## src/hdl/park_admin_pkg.sv

```systemverilog
package park_admin_pkg;

    // keypad and buttons
    localparam int KEY_COUNT = 16;
    localparam int BTN_MID   = 0;
    localparam int BTN_UP    = 1;

    typedef logic [3:0] key_idx_t;

    // login
    localparam int PASS_DIGITS = 5;
    localparam logic [4*PASS_DIGITS-1:0] ADMIN_PASSWORD = 20'h23568;
    localparam int LOGIN_TRIES = 4;

    typedef logic [2:0] fail_cnt_t;

    // key numbers used by the menu
    localparam key_idx_t KEY_MENU_SETUP     = 4'd2;
    localparam key_idx_t KEY_MENU_CLEAR     = 4'd5;
    localparam key_idx_t KEY_AREA_A         = 4'd10;
    localparam key_idx_t KEY_AREA_B         = 4'd11;
    localparam key_idx_t KEY_SETUP_PRICES   = 4'd11;
    localparam key_idx_t KEY_SETUP_OPEN     = 4'd14;
    localparam key_idx_t KEY_SETUP_DISCOUNT = 4'd13;
    localparam key_idx_t KEY_CONFIRM        = 4'd2;
    localparam key_idx_t KEY_CANCEL         = 4'd0;

    typedef struct packed {
        logic     valid;
        key_idx_t key;
    } key_event_t;

    typedef struct packed {
        logic mid;
        logic up;
    } button_event_t;

    typedef struct packed {
        key_event_t    key_ev;
        button_event_t btn_ev;
        logic          logged_in;
    } session_t;

    // order matters, edit runs step through it
    typedef enum logic [2:0] {
        start_a,
        start_b,
        each_a,
        each_b,
        open_a,
        open_b,
        discount
    } setting_field_t;

    typedef struct packed {
        logic           valid;
        setting_field_t field;
        logic [3:0]     value;
    } setting_write_t;

    typedef enum logic {
        area_a,
        area_b
    } park_area_t;

    typedef struct packed {
        logic       valid;
        park_area_t area;
    } clear_req_t;

    typedef enum logic [2:0] {
        main,
        setup,
        edit,
        area_pick,
        area_confirm
    } menu_state_t;

    typedef struct packed {
        logic [1:0] start_a;
        logic [1:0] start_b;
        logic [1:0] each_a;
        logic [1:0] each_b;
        logic [2:0] open_a;
        logic [2:0] open_b;
        logic [3:0] discount;
    } park_settings_t;

    localparam park_settings_t SETTINGS_DEFAULT = '{
        start_a:  2'd1,
        start_b:  2'd2,
        each_a:   2'd1,
        each_b:   2'd2,
        open_a:   3'd3,
        open_b:   3'd3,
        discount: 4'd8
    };

endpackage

```

## src/hdl/key_scan.sv

```systemverilog
`timescale 1ns/1ps

module key_scan (
    input  logic                                 clk,
    input  logic                                 rst,
    input  logic [park_admin_pkg::KEY_COUNT-1:0] keys,
    input  logic [1:0]                           buttons,
    output park_admin_pkg::key_event_t           key_ev,
    output park_admin_pkg::button_event_t        btn_ev
);

    logic [park_admin_pkg::KEY_COUNT-1:0] keys_q;
    logic [1:0]                           buttons_q;
    logic                                 single_key;
    logic                                 keys_idle;

    function automatic park_admin_pkg::key_idx_t key_index(
        input logic [park_admin_pkg::KEY_COUNT-1:0] k
    );
        park_admin_pkg::key_idx_t idx;
        idx = '0;
        for (int i = 0; i < park_admin_pkg::KEY_COUNT; i++) begin
            if (k[i]) begin
                idx = park_admin_pkg::key_idx_t'(i);
            end
        end
        return idx;
    endfunction

    // exactly one key held
    assign single_key = (keys != '0) && ((keys & (keys - 1'b1)) == '0);
    assign keys_idle  = (keys == '0);

    always_ff @(posedge clk) begin
        if (rst) begin
            keys_q    <= '0;
            buttons_q <= '0;
            key_ev    <= '0;
            btn_ev    <= '0;
        end else begin
            keys_q    <= keys;
            buttons_q <= buttons;

            // press only from a fully released keypad
            key_ev.valid <= single_key && (keys_q == '0);
            key_ev.key   <= key_index(keys);

            btn_ev.mid <= buttons[park_admin_pkg::BTN_MID] &&
                          !buttons_q[park_admin_pkg::BTN_MID] &&
                          !buttons[park_admin_pkg::BTN_UP] && keys_idle;
            btn_ev.up  <= buttons[park_admin_pkg::BTN_UP] &&
                          !buttons_q[park_admin_pkg::BTN_UP] &&
                          !buttons[park_admin_pkg::BTN_MID] && keys_idle;
        end
    end

endmodule

```

## src/hdl/login_check.sv

```systemverilog
`timescale 1ns/1ps

module login_check (
    input  logic                          clk,
    input  logic                          rst,
    input  park_admin_pkg::key_event_t    key_ev,
    input  park_admin_pkg::button_event_t btn_ev,
    output park_admin_pkg::session_t      session,
    output park_admin_pkg::fail_cnt_t     fail_count,
    output logic                          locked
);

    localparam int CNT_W = $clog2(park_admin_pkg::PASS_DIGITS + 1);

    logic [4*park_admin_pkg::PASS_DIGITS-1:0] digits;
    logic [CNT_W-1:0]                         digit_cnt;
    logic                                     digits_full;
    logic                                     take_digit;
    logic                                     logged_in;
    park_admin_pkg::key_event_t               key_fwd;
    park_admin_pkg::button_event_t            btn_fwd;

    assign digits_full = (digit_cnt == CNT_W'(park_admin_pkg::PASS_DIGITS));

    // keys past the fifth wait for mid
    assign take_digit = !locked && !logged_in && key_ev.valid && !btn_ev.mid &&
                        !digits_full;

    always_ff @(posedge clk) begin
        if (take_digit) begin
            digits <= {digits[4*park_admin_pkg::PASS_DIGITS-5:0], key_ev.key};
        end
    end

    always_ff @(posedge clk) begin
        if (rst) begin
            digit_cnt  <= '0;
            logged_in  <= 1'b0;
            fail_count <= '0;
            locked     <= 1'b0;
            key_fwd    <= '0;
            btn_fwd    <= '0;
        end else begin
            key_fwd <= '0;
            btn_fwd <= '0;

            if (!locked) begin
                if (logged_in) begin
                    key_fwd <= key_ev;
                    btn_fwd <= btn_ev;
                    if (btn_ev.up) begin
                        logged_in <= 1'b0;
                    end
                end else if (btn_ev.mid) begin
                    digit_cnt <= '0;
                    if (digits_full) begin
                        if (digits == park_admin_pkg::ADMIN_PASSWORD) begin
                            logged_in  <= 1'b1;
                            fail_count <= '0;
                        end else begin
                            fail_count <= fail_count + 1'b1;
                            if (fail_count ==
                                park_admin_pkg::fail_cnt_t'(park_admin_pkg::LOGIN_TRIES - 1)) begin
                                locked <= 1'b1;
                            end
                        end
                    end
                end else if (take_digit) begin
                    digit_cnt <= digit_cnt + 1'b1;
                end
            end
        end
    end

    // events reach the menu only inside a session
    assign session = '{
        key_ev:    key_fwd,
        btn_ev:    btn_fwd,
        logged_in: logged_in
    };

endmodule

```

## src/hdl/menu_control.sv

```systemverilog
`timescale 1ns/1ps

module menu_control (
    input  logic                           clk,
    input  logic                           rst,
    input  park_admin_pkg::session_t       session,
    output park_admin_pkg::setting_write_t wr,
    output park_admin_pkg::clear_req_t     clr,
    output park_admin_pkg::menu_state_t    menu_state
);

    park_admin_pkg::menu_state_t    state;
    park_admin_pkg::setting_field_t field;
    park_admin_pkg::setting_field_t last_field;
    park_admin_pkg::park_area_t     area;
    logic                           pending_valid;
    logic [3:0]                     pending_value;
    logic                           armed;
    logic                           key_hit;
    logic                           key_ok;
    park_admin_pkg::key_idx_t       key;

    assign key_hit = session.key_ev.valid;
    assign key     = session.key_ev.key;

    // accepted keys per field, the key number is the value
    always_comb begin
        case (field)
            park_admin_pkg::start_a,
            park_admin_pkg::start_b,
            park_admin_pkg::open_a,
            park_admin_pkg::open_b:   key_ok = key inside {4'd0, 4'd2, 4'd3};
            park_admin_pkg::each_a,
            park_admin_pkg::each_b:   key_ok = key inside {4'd2, 4'd3};
            park_admin_pkg::discount: key_ok = key inside {[4'd5:4'd9]};
            default:                  key_ok = 1'b0;
        endcase
    end

    always_ff @(posedge clk) begin
        if (state == park_admin_pkg::edit && key_hit && key_ok) begin
            pending_value <= key;
        end
    end

    always_ff @(posedge clk) begin
        if (rst) begin
            state         <= park_admin_pkg::main;
            field         <= park_admin_pkg::start_a;
            last_field    <= park_admin_pkg::start_a;
            area          <= park_admin_pkg::area_a;
            pending_valid <= 1'b0;
            armed         <= 1'b0;
            wr            <= '0;
            clr           <= '0;
        end else begin
            wr.valid  <= 1'b0;
            clr.valid <= 1'b0;

            if (!session.logged_in) begin
                state         <= park_admin_pkg::main;
                pending_valid <= 1'b0;
                armed         <= 1'b0;
            end else begin
                case (state)
                    park_admin_pkg::main: begin
                        if (key_hit && key == park_admin_pkg::KEY_MENU_SETUP) begin
                            state <= park_admin_pkg::setup;
                        end else if (key_hit && key == park_admin_pkg::KEY_MENU_CLEAR) begin
                            state <= park_admin_pkg::area_pick;
                        end
                    end
                    park_admin_pkg::setup: begin
                        pending_valid <= 1'b0;
                        if (session.btn_ev.up) begin
                            state <= park_admin_pkg::main;
                        end else if (key_hit) begin
                            case (key)
                                park_admin_pkg::KEY_SETUP_PRICES: begin
                                    field      <= park_admin_pkg::start_a;
                                    last_field <= park_admin_pkg::each_b;
                                    state      <= park_admin_pkg::edit;
                                end
                                park_admin_pkg::KEY_SETUP_OPEN: begin
                                    field      <= park_admin_pkg::open_a;
                                    last_field <= park_admin_pkg::open_b;
                                    state      <= park_admin_pkg::edit;
                                end
                                park_admin_pkg::KEY_SETUP_DISCOUNT: begin
                                    field      <= park_admin_pkg::discount;
                                    last_field <= park_admin_pkg::discount;
                                    state      <= park_admin_pkg::edit;
                                end
                                default: ;
                            endcase
                        end
                    end
                    park_admin_pkg::edit: begin
                        if (session.btn_ev.mid && pending_valid) begin
                            wr.valid      <= 1'b1;
                            wr.field      <= field;
                            wr.value      <= pending_value;
                            pending_valid <= 1'b0;
                            if (field == last_field) begin
                                state <= park_admin_pkg::setup;
                            end else begin
                                field <= park_admin_pkg::setting_field_t'(field + 3'd1);
                            end
                        end else if (key_hit && key_ok) begin
                            pending_valid <= 1'b1;
                        end
                    end
                    park_admin_pkg::area_pick: begin
                        armed <= 1'b0;
                        if (session.btn_ev.up) begin
                            state <= park_admin_pkg::main;
                        end else if (key_hit && key == park_admin_pkg::KEY_AREA_A) begin
                            area  <= park_admin_pkg::area_a;
                            state <= park_admin_pkg::area_confirm;
                        end else if (key_hit && key == park_admin_pkg::KEY_AREA_B) begin
                            area  <= park_admin_pkg::area_b;
                            state <= park_admin_pkg::area_confirm;
                        end
                    end
                    park_admin_pkg::area_confirm: begin
                        if (session.btn_ev.mid && armed) begin
                            clr.valid <= 1'b1;
                            clr.area  <= area;
                            armed     <= 1'b0;
                            state     <= park_admin_pkg::main;
                        end else if (key_hit && key == park_admin_pkg::KEY_CONFIRM) begin
                            armed <= 1'b1;
                        end else if (key_hit && key == park_admin_pkg::KEY_CANCEL) begin
                            armed <= 1'b0;
                            state <= park_admin_pkg::main;
                        end
                    end
                    default: state <= park_admin_pkg::main;
                endcase
            end
        end
    end

    assign menu_state = state;

endmodule

```

## src/hdl/setting_store.sv

```systemverilog
`timescale 1ns/1ps

module setting_store (
    input  logic                           clk,
    input  logic                           rst,
    input  park_admin_pkg::setting_write_t wr,
    input  park_admin_pkg::clear_req_t     clr,
    output park_admin_pkg::park_settings_t settings,
    output logic                           lot_clear_a,
    output logic                           lot_clear_b
);

    always_ff @(posedge clk) begin
        if (rst) begin
            settings <= park_admin_pkg::SETTINGS_DEFAULT;
        end else if (wr.valid) begin
            case (wr.field)
                park_admin_pkg::start_a: begin
                    settings.start_a <= wr.value[1:0];
                end
                park_admin_pkg::start_b: begin
                    settings.start_b <= wr.value[1:0];
                end
                park_admin_pkg::each_a: begin
                    settings.each_a <= wr.value[1:0];
                end
                park_admin_pkg::each_b: begin
                    settings.each_b <= wr.value[1:0];
                end
                park_admin_pkg::open_a: begin
                    settings.open_a <= wr.value[2:0];
                end
                park_admin_pkg::open_b: begin
                    settings.open_b <= wr.value[2:0];
                end
                park_admin_pkg::discount: begin
                    settings.discount <= wr.value;
                end
                default: ;
            endcase
        end
    end

    // one pulse per request, only the chosen area
    always_ff @(posedge clk) begin
        if (rst) begin
            lot_clear_a <= 1'b0;
            lot_clear_b <= 1'b0;
        end else begin
            lot_clear_a <= clr.valid && (clr.area == park_admin_pkg::area_a);
            lot_clear_b <= clr.valid && (clr.area == park_admin_pkg::area_b);
        end
    end

endmodule

```

## src/hdl/park_admin_top.sv

```systemverilog
`timescale 1ns/1ps

module park_admin_top (
    input  logic                                 clk,
    input  logic                                 rst,
    input  logic [park_admin_pkg::KEY_COUNT-1:0] keys,
    input  logic [1:0]                           buttons,
    output park_admin_pkg::park_settings_t       settings,
    output logic                                 logged_in,
    output park_admin_pkg::fail_cnt_t            fail_count,
    output logic                                 locked,
    output park_admin_pkg::menu_state_t          menu_state,
    output logic                                 lot_clear_a,
    output logic                                 lot_clear_b
);

    park_admin_pkg::key_event_t     key_ev;
    park_admin_pkg::button_event_t  btn_ev;
    park_admin_pkg::session_t       session;
    park_admin_pkg::setting_write_t wr;
    park_admin_pkg::clear_req_t     clr;

    key_scan u_key_scan (
        .clk     (clk),
        .rst     (rst),
        .keys    (keys),
        .buttons (buttons),
        .key_ev  (key_ev),
        .btn_ev  (btn_ev)
    );

    login_check u_login_check (
        .clk        (clk),
        .rst        (rst),
        .key_ev     (key_ev),
        .btn_ev     (btn_ev),
        .session    (session),
        .fail_count (fail_count),
        .locked     (locked)
    );

    menu_control u_menu_control (
        .clk        (clk),
        .rst        (rst),
        .session    (session),
        .wr         (wr),
        .clr        (clr),
        .menu_state (menu_state)
    );

    setting_store u_setting_store (
        .clk         (clk),
        .rst         (rst),
        .wr          (wr),
        .clr         (clr),
        .settings    (settings),
        .lot_clear_a (lot_clear_a),
        .lot_clear_b (lot_clear_b)
    );

    assign logged_in = session.logged_in;

endmodule

```

## config.mk

```make
export PLATFORM = sky130hd
export DESIGN_NAME = park_admin_top
export DESIGN_NICKNAME = d
export VERILOG_FILES = /design/src/hdl/park_admin_pkg.sv /design/src/hdl/key_scan.sv /design/src/hdl/login_check.sv /design/src/hdl/menu_control.sv /design/src/hdl/setting_store.sv /design/src/hdl/park_admin_top.sv
export SDC_FILE = /design/constraint.sdc
export NUM_CORES = 1
export LEC_CHECK = 0
export CAP_MARGIN = 20
export CELL_PAD_IN_SITES_DETAIL_PLACEMENT = 1
export CELL_PAD_IN_SITES_GLOBAL_PLACEMENT = 1
export CORE_MARGIN = 2
export CORE_UTILIZATION = 40
export CTS_CLUSTER_DIAMETER = 30
export DETAILED_ROUTE_END_ITERATION = 12
export DONT_BUFFER_PORTS = 1
export GPL_TIMING_DRIVEN = 0
export PLACE_DENSITY = 0.7
export SYNTH_ARGS = -nofsm -noshare
export SYNTH_HDL_FRONTEND = slang
export SYNTH_SLANG_ARGS = --single-unit
```

## constraint.sdc

```tcl
create_clock -name clk -period 4.07 [get_ports clk]
set_input_delay 0.407 -clock clk [delete_from_list [all_inputs] [get_ports clk]]
set_output_delay 0.407 -clock clk [all_outputs]
set_load 0.01 [all_outputs]
```

==> impl_metrics.ini <==
[run_status]
status = completed

[synthesis]
synth-edff-count = 24
synth_seq_cells = 106
async_flop_share = 0
synth_fa_ha_area_frac = 0.0250
synth_simple_gate_area_share = 0.210
synth_top_family_by_area = simple AND/OR/NAND/NOR gates
syn_area_um2 = 4510
synth_seq_area_share = 0.524
netlist_instances = 434
synth_warnings = 0
ys.flop_type = dfxtp_1
ys_types = 65
synth_compound_area_frac = 0.145
synthMuxAreaShare = 0.0400
synth_xor_area_frac = 0.0136
synth_nets = 463
syn_avg_cell_area_um2 = 10.4

[drt]
drtIter0Drc = 159
drtAntennaViolNets = 0
drc = 0
vias = 3270
drt_pass1_iterations = 4
drt_wl_total_um = 10700
wl_per_cell_um = 18.1
via_per_inst = 5.54

[cells_and_area]
layout.cells.most_common = dfxtp_1
antenna_cells = 0
fillCellCount = 1237
final_cells = 590
drive_above_1_share = 0.0933
syn_to_final_growth_pct = 10.2
final_cell_mix = dfxtp_1 (82), nor2_1 (58), edfxtp_1 (24)
nets = 474
final_area_um2 = 4970

[job]
maxCapViolations = 0

[clock_network]
numCtsBuffers = 9
ctsHoldBuffers = 0
post_cts_buffers = 0
htreeDepth = 3
cts_tree = done
clock_latency_ns = 0.35
clockBufferDepth = 2
path_clk_slew_ns = 0.08
cts.sinks = 106
ctsResizeCount = 0
cts_root_buffer = clkbuf_16

[global_route]
overflow = 0
grt_max_degree = 23
grt_first_pass_wirelength_um = 17700
grt_pass1_vias = 3495
grt_usage = 0.193
antenna_found_initial = 0

[die]
num_rows = 38
num_io_pins = 48
core-area_um2 = 10900
die-area_um2 = 12100
initial_core_util = 0.412
die_h_um = 110
fp.dieW_um = 110

[critical_path]
r2r_slack_ns = 1.53
crit_required_ns = 4.06
worst-path-max-fanout = 7
rr_worst_depth = 6
r2r-start = u_menu_control.field[0]
crit_type = reg2reg
worstPathArrival_ns = 2.53
r2r_end = u_menu_control.pending_value[3]
endpoint_kind = register
critPathLaunchType = register

[worst_hold_path]
hold_start = buttons[1]
hold_class = in2reg
hold_depth = 1
min_to = u_key_scan.btn_ev[1]

[place]
dp.cells = 574
dpl-instance-area_um2 = 4680
io_buffers = 0
globalplace.congestion = 0.830
place_hpwl_um = 7700

[timing]
min_period_over_period = 0.625
rsz0062_at_grt = no
slew_headroom = 0.385
worstMarginPinSlew_ns = 0.914
setup_viol = 0
holdWs_ns = 0.132
finalCriticalPeriod_ns = 2.54
drv_slew = 0
fmax_mhz = 393
fin_setup_tns_ns = 0
clock_skew_ns = 0.00819
finalHoldViolations = 0

[power]
p_leak_nw = 1.65
peakVddDrop_mv = 0.270
p_per_area_nw_per_um2 = 398
p_total_mw = 1.98
[through the flow]
step | setup slack [ns] | util
detailed placement | 1.47 | 0.428
CTS | 1.46 | 0.454
global placement | 1.62 | 0.428
finish | 1.53 | 0.454
floorplan | 2.02 | -
global route | 1.32 | 0.454
[how the worst max path moves through the flow]
stage | cells past startpoint | end | slack (ns) | start
final | 6 | u_menu_control.pending_value[3] | 1.53 | u_menu_control.field[0]
after floorplan | 6 | u_menu_control.pending_value[0] | 2.02 | u_menu_control.field[0]
after global placement | 6 | u_menu_control.pending_value[0] | 1.62 | u_menu_control.field[0]
after detailed placement | 6 | u_menu_control.pending_value[2] | 1.47 | u_menu_control.field[0]
after global routing | 6 | u_menu_control.pending_value[3] | 1.32 | u_menu_control.field[0]
after CTS | 6 | u_menu_control.pending_value[1] | 1.46 | u_menu_control.field[0]
[kinds of logic after synthesis]
| group | after synthesis |
|---|---|
| mux | 18 |
| flops | 106 |
| compound gates | 87 |
| simple gates | 168 |
| buf+inv | 39 |
| xor+xnor | 7 |
| fa+ha+maj | 9 |
[report_power, final]
part / switching (mW) / total (mW) / internal (mW) / leakage (nW)
logic: 0.0327 / 0.0504 / 0.0178 / 0.631
registers: 0.00412 / 1.09 / 1.08 / 0.877
clock network: 0.415 / 0.842 / 0.426 / 0.144
[Yosys cell counts, drive strengths merged (7+ instances only)]
library cell / n / area (um^2)
and2: 7 / 43.8
dfxtp: 82 / 1640
mux2i: 18 / 180
a31oi: 7 / 58.8
nor3b: 7 / 52.6
nand2: 11 / 41.3
edfxtp: 24 / 721
nand4: 7 / 43.8
nand3: 8 / 45.0
nor4: 9 / 56.3
a21oi: 22 / 114
a211oi: 8 / 60.1
ha: 9 / 113
a211o: 12 / 105
o21ai: 11 / 55.1
nor2b: 22 / 138
clkbuf: 8 / 30.0
nor3: 8 / 40.0
inv: 17 / 63.8
buf: 14 / 98.8
nor2: 58 / 218
[worst max-delay path, stage by stage (launching register included)]
cell,delay [ns]
dfxtp_1,0.50
ha_1,0.22
ha_1,0.16
a211oi_1,0.07
a2111oi_0,0.61
a21oi_1,0.11
nor3_1,0.51
[sequential cells by signal (all words and copies together), names as in the netlist, 4 cells and up]
signal / flops
u_key_scan.key_ev: 5
u_key_scan.keys_q: 16
u_login_check.digits: 20
u_login_check.session: 7
u_menu_control.pending_value: 4
u_menu_control.wr: 8
u_setting_store.settings: 18
[cell type report]
| cell class | count | area (um^2) | share of cell area |
|---|---|---|---|
| inverters | 17 | 63.8 | 0.0128 |
| multi-input cells | 289 | 1950 | 0.393 |
| flip-flops and latches | 106 | 2360 | 0.476 |
| clock inverters | 7 | 58.8 | 0.0118 |
| well taps | 140 | 175 | 0.0353 |
| clock buffers | 9 | 225 | 0.0454 |
| plain buffers | 22 | 129 | 0.0260 |
[per-layer routing]
metal	vias to the layer above	part of all wire	track usage
met1	1619	0.46	0.249
met3	8	0.039	0.0453
met4	0	0.010	0.0509
li1	1597	-	-
met2	46	0.49	0.326
met5	-	0	0
Note: power is estimated with default switching activity, not from simulation.
